--- config.mk ---
export PLATFORM = sky130hd
export DESIGN_NAME = control_unit
export DESIGN_NICKNAME = d
export VERILOG_FILES = /design/src/common/ctrl_pkg.sv /design/src/rtl/instr_decoder.sv /design/src/control/main_fsm.sv /design/src/control/ctrl_word_gen.sv /design/src/control/control_unit.sv
export SDC_FILE = /design/constraint.sdc
export NUM_CORES = 1
export LEC_CHECK = 0
export BUFFER_PORTS_ARGS = -buffer_cell sky130_fd_sc_hd__buf_2
export CAP_MARGIN = 20
export CORE_ASPECT_RATIO = 0.9
export CORE_MARGIN = 10
export CORE_UTILIZATION = 47
export DETAILED_ROUTE_END_ITERATION = 6
export PLACE_DENSITY = 0.9
export SLEW_MARGIN = 20
export SYNTH_ARGS = -nofsm -noshare
export SYNTH_HDL_FRONTEND = slang
export SYNTH_HIERARCHICAL = 1
export SYNTH_SLANG_ARGS = --single-unit
--- constraint.sdc ---
create_clock -name CLK -period 5.8 [get_ports CLK]
set_input_delay 1.16 -clock CLK [delete_from_list [all_inputs] [get_ports CLK]]
set_output_delay 1.16 -clock CLK [all_outputs]
set_load 0.02 [all_outputs]
--- src/common/ctrl_pkg.sv ---
package ctrl_pkg;

    // major opcodes
    localparam logic [6:0] OPC_OP     = 7'b0110011;
    localparam logic [6:0] OPC_OP_IMM = 7'b0010011;
    localparam logic [6:0] OPC_LUI    = 7'b0110111;
    localparam logic [6:0] OPC_JAL    = 7'b1101111;
    localparam logic [6:0] OPC_BRANCH = 7'b1100011;
    localparam logic [6:0] OPC_SYSTEM = 7'b1110011;

    localparam logic [2:0] F3_ADD_SUB = 3'b000;
    localparam logic [2:0] F3_AND     = 3'b111;
    localparam logic [2:0] F3_SLT     = 3'b010;
    localparam logic [2:0] F3_BEQ     = 3'b000;
    localparam logic [2:0] F3_BNE     = 3'b001;

    localparam logic [6:0] F7_SUB     = 7'b0100000;   // funct7 of sub

    typedef enum logic [2:0] {
        CLS_ALU_REG,
        CLS_ALU_IMM,
        CLS_LUI,
        CLS_BRANCH,
        CLS_JAL,
        CLS_NOP,
        CLS_BREAK,
        CLS_ILLEGAL
    } instr_class_e;

    // same codes the datapath ALU decodes
    typedef enum logic [2:0] {
        ALU_NONE = 3'b000,
        ALU_ADD  = 3'b001,
        ALU_SUB  = 3'b010,
        ALU_AND  = 3'b011,
        ALU_SLT  = 3'b110
    } alu_op_e;

    typedef enum logic [1:0] {
        SRC_A_PC   = 2'b00,
        SRC_A_REG  = 2'b01,
        SRC_A_ZERO = 2'b11    // lui path
    } src_a_e;

    typedef enum logic [1:0] {
        SRC_B_REG  = 2'b00,
        SRC_B_FOUR = 2'b01,
        SRC_B_IMM  = 2'b10
    } src_b_e;

    typedef enum logic [1:0] {
        PC_ALU_RESULT  = 2'b01,   // live ALU result
        PC_ALU_OUT     = 2'b00,   // registered ALU-out
        PC_TRAP_VECTOR = 2'b11
    } pc_src_e;

    typedef enum logic [1:0] {
        WB_ALU_OUT = 2'b00,
        WB_PC      = 2'b01,
        WB_ONE     = 2'b10,
        WB_ZERO    = 2'b11
    } wb_sel_e;

    typedef enum logic [3:0] {
        ST_RESET,
        ST_FETCH_WAIT,
        ST_FETCH,
        ST_READ_REGS,
        ST_EXECUTE,
        ST_WRITE_ALU,
        ST_WRITE_ONE,
        ST_WRITE_ZERO,
        ST_JAL_TARGET,
        ST_TRAP_VECTOR,
        ST_HALT
    } state_e;

    typedef struct packed {
        logic zero;
        logic less;
    } alu_flags_t;

    typedef struct packed {
        instr_class_e cls;
        alu_op_e      alu_op;      // op for the execute step
        src_b_e       src_b;
        logic         branch_ne;
    } decoded_t;

    typedef struct packed {
        logic    pc_write;
        pc_src_e pc_src;
        logic    load_ir;
        logic    regs_ab_write;
        logic    alu_out_write;
        alu_op_e alu_op;
        src_a_e  src_a;
        src_b_e  src_b;
        logic    reg_write;
        wb_sel_e wb_sel;
        logic    epc_write;
    } ctrl_word_t;

endpackage

--- src/rtl/instr_decoder.sv ---
`timescale 1ns/10ps

module instr_decoder import ctrl_pkg::*; (
    input  logic [31:0] instr,
    output decoded_t    decoded
);

    logic [6:0] opcode;
    logic [2:0] funct3;
    logic [6:0] funct7;

    assign opcode = instr[6:0];
    assign funct3 = instr[14:12];
    assign funct7 = instr[31:25];

    always_comb begin
        decoded.cls       = CLS_ILLEGAL;
        decoded.alu_op    = ALU_NONE;
        decoded.src_b     = SRC_B_REG;
        decoded.branch_ne = 1'b0;
        case (opcode)
            OPC_OP: begin
                decoded.cls = CLS_ALU_REG;
                if (funct7 == 7'b0000000 && funct3 == F3_ADD_SUB) begin
                    decoded.alu_op = ALU_ADD;
                end else if (funct7 == F7_SUB && funct3 == F3_ADD_SUB) begin
                    decoded.alu_op = ALU_SUB;
                end else if (funct7 == 7'b0000000 && funct3 == F3_AND) begin
                    decoded.alu_op = ALU_AND;
                end else if (funct7 == 7'b0000000 && funct3 == F3_SLT) begin
                    decoded.alu_op = ALU_SLT;
                end else begin
                    decoded.cls = CLS_ILLEGAL;   // other R-type ops not supported
                end
            end
            OPC_OP_IMM: begin
                if (instr[31:7] == 25'd0) begin
                    decoded.cls = CLS_NOP;       // addi x0,x0,0
                end else if (funct3 == F3_ADD_SUB) begin
                    decoded.cls    = CLS_ALU_IMM;
                    decoded.alu_op = ALU_ADD;
                    decoded.src_b  = SRC_B_IMM;
                end
            end
            OPC_LUI: begin
                decoded.cls    = CLS_LUI;
                decoded.alu_op = ALU_ADD;
                decoded.src_b  = SRC_B_IMM;
            end
            OPC_BRANCH: begin
                decoded.alu_op = ALU_SUB;        // compare by subtract
                if (funct3 == F3_BEQ || funct3 == F3_BNE) begin
                    decoded.cls       = CLS_BRANCH;
                    decoded.branch_ne = (funct3 == F3_BNE);
                end
            end
            OPC_JAL:    decoded.cls = CLS_JAL;
            OPC_SYSTEM: decoded.cls = CLS_BREAK;
            default:    decoded.cls = CLS_ILLEGAL;
        endcase
    end

endmodule

--- src/control/main_fsm.sv ---
`timescale 1ns/10ps

module main_fsm import ctrl_pkg::*; (
    input  logic       CLK,
    input  logic       RST,
    input  decoded_t   decoded,
    input  alu_flags_t flags,
    output state_e     state
);

    state_e next_state;

    always_ff @(posedge CLK or posedge RST) begin
        if (RST) begin
            state <= ST_RESET;
        end else begin
            state <= next_state;
        end
    end

    always_comb begin
        next_state = state;
        case (state)
            ST_RESET:      next_state = ST_FETCH_WAIT;
            ST_FETCH_WAIT: next_state = ST_FETCH;
            ST_FETCH:      next_state = ST_READ_REGS;
            ST_READ_REGS:  next_state = ST_EXECUTE;
            ST_EXECUTE: begin
                case (decoded.cls)
                    CLS_ALU_REG: begin
                        if (decoded.alu_op == ALU_SLT) begin
                            // slt result is picked here, not written from ALU-out
                            next_state = flags.less ? ST_WRITE_ONE : ST_WRITE_ZERO;
                        end else begin
                            next_state = ST_WRITE_ALU;
                        end
                    end
                    CLS_ALU_IMM: next_state = ST_WRITE_ALU;
                    CLS_LUI:     next_state = ST_WRITE_ALU;
                    CLS_BRANCH:  next_state = ST_FETCH_WAIT;
                    CLS_JAL:     next_state = ST_JAL_TARGET;
                    CLS_NOP:     next_state = ST_FETCH;       // skip the wait cycle
                    CLS_BREAK:   next_state = ST_HALT;
                    default:     next_state = ST_TRAP_VECTOR;
                endcase
            end
            ST_WRITE_ALU:   next_state = ST_FETCH_WAIT;
            ST_WRITE_ONE:   next_state = ST_FETCH_WAIT;
            ST_WRITE_ZERO:  next_state = ST_FETCH_WAIT;
            ST_JAL_TARGET:  next_state = ST_FETCH_WAIT;
            ST_TRAP_VECTOR: next_state = ST_FETCH_WAIT;
            ST_HALT:        next_state = ST_HALT;         // only RST leaves
            default:        next_state = ST_RESET;
        endcase
    end

endmodule

--- src/control/ctrl_word_gen.sv ---
`timescale 1ns/10ps

module ctrl_word_gen import ctrl_pkg::*; (
    input  state_e     state,
    input  decoded_t   decoded,
    input  alu_flags_t flags,
    output ctrl_word_t ctrl
);

    always_comb begin
        ctrl = '0;                              // all enables off
        case (state)
            ST_FETCH: begin
                ctrl.load_ir  = 1'b1;
                ctrl.pc_write = 1'b1;
                ctrl.pc_src   = PC_ALU_RESULT;  // pc + 4
                ctrl.alu_op   = ALU_ADD;
                ctrl.src_a    = SRC_A_PC;
                ctrl.src_b    = SRC_B_FOUR;
            end
            ST_READ_REGS: begin
                // branch/jal target into ALU-out while A and B load
                ctrl.regs_ab_write = 1'b1;
                ctrl.alu_out_write = 1'b1;
                ctrl.alu_op        = ALU_ADD;
                ctrl.src_a         = SRC_A_PC;
                ctrl.src_b         = SRC_B_IMM;
            end
            ST_EXECUTE: begin
                case (decoded.cls)
                    CLS_ALU_REG, CLS_ALU_IMM: begin
                        ctrl.alu_out_write = 1'b1;
                        ctrl.alu_op        = decoded.alu_op;
                        ctrl.src_a         = SRC_A_REG;
                        ctrl.src_b         = decoded.src_b;
                    end
                    CLS_LUI: begin
                        ctrl.alu_out_write = 1'b1;
                        ctrl.alu_op        = ALU_ADD;   // 0 + imm
                        ctrl.src_a         = SRC_A_ZERO;
                        ctrl.src_b         = SRC_B_IMM;
                    end
                    CLS_BRANCH: begin
                        ctrl.alu_op   = ALU_SUB;
                        ctrl.src_a    = SRC_A_REG;
                        ctrl.src_b    = SRC_B_REG;
                        ctrl.pc_src   = PC_ALU_OUT;
                        ctrl.pc_write = flags.zero ^ decoded.branch_ne;  // taken
                    end
                    CLS_JAL: begin
                        ctrl.reg_write = 1'b1;      // link, pc already +4
                        ctrl.wb_sel    = WB_PC;
                    end
                    CLS_ILLEGAL: begin
                        ctrl.epc_write = 1'b1;
                    end
                    default: ;
                endcase
            end
            ST_WRITE_ALU: begin
                ctrl.reg_write = 1'b1;
                ctrl.wb_sel    = WB_ALU_OUT;
            end
            ST_WRITE_ONE: begin
                ctrl.reg_write = 1'b1;
                ctrl.wb_sel    = WB_ONE;
            end
            ST_WRITE_ZERO: begin
                ctrl.reg_write = 1'b1;
                ctrl.wb_sel    = WB_ZERO;
            end
            ST_JAL_TARGET: begin
                ctrl.pc_write = 1'b1;
                ctrl.pc_src   = PC_ALU_OUT;     // target from read-regs step
            end
            ST_TRAP_VECTOR: begin
                ctrl.pc_write = 1'b1;
                ctrl.pc_src   = PC_TRAP_VECTOR;
            end
            default: ;
        endcase
    end

endmodule

--- src/control/control_unit.sv ---
`timescale 1ns/10ps

module control_unit import ctrl_pkg::*; (
    input  logic        CLK,
    input  logic        RST,
    input  logic [31:0] instr,
    input  alu_flags_t  flags,
    output ctrl_word_t  ctrl
);

    decoded_t decoded;
    state_e   state;

    instr_decoder i_decoder (
        .instr   (instr),
        .decoded (decoded)
    );

    main_fsm i_fsm (
        .CLK     (CLK),
        .RST     (RST),
        .decoded (decoded),
        .flags   (flags),
        .state   (state)
    );

    ctrl_word_gen i_gen (
        .state   (state),
        .decoded (decoded),
        .flags   (flags),
        .ctrl    (ctrl)
    );

endmodule

# [Word-level counts from Yosys, hierarchy flattened]
# Cells that the tools add are included.
[word_totals] reg_bits=4 inputBits=36 out_inout_bits=17 word_cells=77
[classes] n_eq_ne=28 muxes=33 bitwise=1 n_reduce_logical=14
[ops] op="case mux 4 bit (6 select lines)" n=2
[ops] op="case mux 7 bit (3 select lines)" n=2
[ops] op="2-to-1 mux 3 bit" n=12
[ops] op="case mux 3 bit (4 select lines)" n=3
[ops] op="zero test 25 bit" n=1
[ops] op="equality test 7 x 6 -> 1 bit (second input constant)" n=3
[ops] op="equality test 7 bit (second input constant)" n=3
[ops] op="equality test 3 bit (second input constant)" n=6
[ops] op="case mux 3 bit (6 select lines)" n=1
[ops] op="equality test 4 x 3 -> 1 bit (second input constant)" n=4
[ops] op="equality test 4 bit (second input constant)" n=3
[ops] op="equality test 3 x 2 -> 1 bit (second input constant)" n=3
[ops] op="equality test 4 x 2 -> 1 bit (second input constant)" n=2
[ops] op="2-to-1 mux 1 bit" n=8
[ops] op="2-to-1 mux 8 bit" n=1
[ops] op="equality test 7 x 5 -> 1 bit (second input constant)" n=1
[ops] op="zero test 7 bit" n=1
[ops] op="equality test 3 x 1 -> 1 bit (second input constant)" n=2
[ops] op="zero test 3 bit" n=2
[ops] op="OR reduction 6 bit" n=1
[ops] op="2-to-1 mux 5 bit" n=1
[ops] op="equality test 4 x 1 -> 1 bit (second input constant)" n=1
[ops] op="logical AND 1 bit" n=4
[ops] op="zero test 4 bit" n=1
[ops] op="7 further kinds" n=8

# [Logic depth before layout (Yosys ltp)]
[depth] word_depth=11 depth_mapped=8 mapped_depth_nobuf=7

# [By module]
# The synthesis kept the hierarchy.
[modules_own_cells] module="instr_decoder" instances=1 cells_per_inst=60 area_each_um2=405.4 seq_area_each_um2=0.0
[modules_own_cells] module="main_fsm" instances=1 cells_per_inst=28 area_each_um2=267.8 seq_area_each_um2=100.1
[modules_own_cells] module="ctrl_word_gen" instances=1 cells_per_inst=42 area_each_um2=235.2 seq_area_each_um2=0.0

# [Least setup slack after synthesis]
# Ideal clock, no wire load.
[synth_path] kind="input port to output port" from="input port instr[12]" to="output port ctrl[10] (netlist name)" arrival_time_ps=3342 required_ps=4640 slack_ps=1298 stages=6 n_path_buf=1 path_cell_list="or3_1 > o21bai_1 > a311o_1 > or4_4 > buf_6 > nor3b_1"
[synth_lines] element="start, declared" line_no="control_unit.sv:6" source="input logic [31:0] instr,"
[synth_lines] element="end, declared" line_no="control_unit.sv:8" source="output ctrl_word_t ctrl"

==> flow_metrics.env <==
export IMPL_r2r_start="i_fsm/state[1]"
export IMPL_clk_pin_slew_ps=40
export IMPL_grt_util_all_layers=0.1585
export IMPL_biggestRegsByFlops="i_fsm/state (4)"
export IMPL_largest_reg_flops=4
export IMPL_critPathBufInv=2
export IMPL_critPathTopFamily="simple AND/OR/NAND/NOR gates"
export IMPL_fin_crit_sh=0.7968
export IMPL_num_io_pins=53
export IMPL_nets=219
export IMPL_grt_overflow=0
export IMPL_top_register="i_fsm/state"
export IMPL_io_buffers=52
export IMPL_min_period_ps=4622
export IMPL_syn_inst=130
export IMPL_ctsHoldBuffers=0
export IMPL_htreeDepth=1
export IMPL_critical_path_arrival_ps=3460
export IMPL_crit_slowest_cell="or4_4"
export IMPL_start_kind="input port"
export IMPL_crit_type="input port to primary output"
export IMPL_viasPerCell=5.942
export IMPL_cp_cell_sequence="buf_2, and4b_1, o2111ai_1, and3_1, a311o_1, or4_4, o32ai_2, buf_2"
export IMPL_clkLatencyLatePin_ps=250
export IMPL_cts_buffer_depth=2
export IMPL_hold_depth=1
export IMPL_grt_max_degree=16
export IMPL_drive_above_1_share=0.3646
export IMPL_hp_start="i_fsm/state[3]"
export IMPL_layout_commonest_cell="buf_2"
export IMPL_syn_avg_cell_area_um2=6.987
export IMPL_synth_edf_count=0
export IMPL_reg2reg_slack_ps=4190
export IMPL_hp_class="flip-flop to flip-flop"
export IMPL_dp_hpwl_um=2565
export IMPL_setup_viol=0
export IMPL_antenna_found_initial=0
export IMPL_cts_sinks=4
export IMPL_syn_area_um2=908.4
export IMPL_crit_top_cell="buf_2"
export IMPL_skew_ps=9.448
export IMPL_antenna_left=0
export IMPL_maxCapViolCount=0
export IMPL_cp_end_kind="primary output"
export IMPL_fin_setup_tns_ps=0
export IMPL_cts_buffers=3
export IMPL_r2r_end="i_fsm/state[2]"
export IMPL_ys_ff_latch=4
export IMPL_hold_end="i_fsm/state[2]"
export IMPL_post_drt_wl_per_cell_um=15.16
export IMPL_first_pass_iters=5
export IMPL_cts_setup_buffers=0
export IMPL_hold_viol=0
export IMPL_cts_resized=0
export IMPL_crit_required_ps=4640
export IMPL_fin_util=0.6353
export IMPL_gp_congestion=1.016
export IMPL_cts_root_buf="clkbuf_4"
export IMPL_diodes=0
export IMPL_rsz0062_at_grt="no"
export IMPL_ys_flop_type="dfrtp_1"
export IMPL_area_growth_pct=31.27
export IMPL_cp_max_fo=9
export IMPL_dpl_cell_area_um2=1170
export IMPL_yosys_warnings=6
export IMPL_p_leak_nw=0.5682
export IMPL_slew_violations=0
export IMPL_final_area_um2=1192
export IMPL_die_w_um=66.34
export IMPL_die_h_um=61.71
export IMPL_ys_types=51
export IMPL_reg2reg_depth=3
export IMPL_cts_tree="yes"
export IMPL_die_area_um2=4094
export IMPL_instances_no_fill=206
export IMPL_rows=15
export IMPL_max_slew_margin_rel=0.6633
export IMPL_p_per_area_nw_per_um2=297.0
export IMPL_grt_pass1_wl_um=5292
export IMPL_synthArstFlopShare=1.000
export IMPL_start_util=0.4840
export IMPL_ir_drop_v=0.0002301
export IMPL_fmax_mhz=216.4
export IMPL_grt_pass1_vias=1271
export IMPL_drt_initial_drc_count=98
export IMPL_final_cell_mix="52 x buf_2, 13 x a21oi_1, 12 x nand2_1"
export IMPL_placed_cells=203
export IMPL_yosysSeqAreaShare=0.1102
export IMPL_syn_num_nets=166
export IMPL_coreArea_um2=1877
export IMPL_drc=0
export IMPL_status="finished clean"
export IMPL_max_stage_delay_ps=590
export IMPL_wl_um=3122
export IMPL_num_vias=1224
export IMPL_worstMarginPinSlew_ps=498.0
[final cells by class]
type / count / area (um^2)
multi-input cells: 113 / 744.5
fillers: 165 / 684.4
repair buffers: 52 / 260.3
flip-flops and latches: 4 / 100.1
inverters: 9 / 33.78
well taps: 25 / 31.28
clock buffers: 3 / 22.52
[worst max path at each step]
stage / start / to / cells past startpoint
after floorplan: instr[12] / ctrl[10] / 6
after global placement: instr[30] / ctrl[10] / 8
after detailed placement: instr[30] / ctrl[16] / 8
after CTS: instr[30] / ctrl[16] / 8
after global routing: instr[30] / ctrl[10] / 8
final: instr[30] / ctrl[16] / 8
[power breakdown]
| group | total [W] | switching (W) | leakage (nW) | internal [W] |
|---|---|---|---|---|
| clock network | 0.0000372 | 0.0000139 | 0.0138 | 0.0000233 |
| logic | 0.000233 | 0.000135 | 0.504 | 0.0000975 |
| registers | 0.0000844 | 0.0000438 | 0.0507 | 0.0000406 |
| total | 0.000354 | 0.000193 | 0.568 | 0.000161 |
[Yosys cell counts (all sizes together), types with 2 or more instances]
| cell type | instances | area, um^2 |
|---|---|---|
| and3 | 2 | 12.51 |
| a21oi | 13 | 65.06 |
| nor2 | 12 | 85.08 |
| or3b | 3 | 28.78 |
| nand2b | 2 | 20.02 |
| or3 | 2 | 12.51 |
| nor4 | 7 | 43.79 |
| a211oi | 2 | 15.01 |
| nor3b | 3 | 22.52 |
| dfrtp | 4 | 100.1 |
| buf | 3 | 26.27 |
| nor4b | 2 | 17.52 |
| nand3 | 6 | 30.03 |
| nand3b | 4 | 30.03 |
| nand2 | 12 | 45.04 |
| o21bai | 3 | 22.52 |
| nor3 | 4 | 20.02 |
| o21ai | 11 | 55.05 |
| xor2 | 2 | 17.52 |
| nor2b | 2 | 12.51 |
| inv | 9 | 33.78 |
[metal layers]
| layer | global-route usage | part of all wire | up-vias | wire length [um] |
|---|---|---|---|---|
| met5 | 0 | 0 | - | 0 |
| met4 | 0.07463 | 0.0083 | 0 | 26 |
| met3 | 0.06631 | 0.13 | 7 | 410 |
| met2 | 0.2660 | 0.48 | 72 | 1499 |
| met1 | 0.1711 | 0.38 | 547 | 1186 |
| li1 | - | - | 598 | - |
[logic make-up (layout without fill, tap and decap cells)]
| family | count (synthesis) | count (layout) | share of synthesized area |
|---|---|---|---|
| XOR/XNOR | 3 | 3 | 0.02893 |
| AND/OR/NAND/NOR | 68 | 68 | 0.4931 |
| flip-flops | 4 | 4 | 0.1102 |
| buffers and inverters | 13 | 64 | 0.07024 |
| other | 1 | 1 | 0.004128 |
| AO/OA/AOI/OAI | 41 | 41 | 0.2934 |
[per-stage QoR]
| stage | setup WS, ps | hold slack, ps | power, W |
|---|---|---|---|
| after global routing | 1054 | 733.3 | 0.0003851 |
| after CTS | 1199 | 652.8 | 0.0003524 |
| after detailed placement | 1204 | 646.9 | 0.0003156 |
| final | 1178 | 670.0 | 0.0003541 |
| after floorplan | 1298 | 483.2 | 0.0002365 |
| after global placement | 1266 | 627.5 | 0.0003056 |
(Power assumes the default switching activity.)
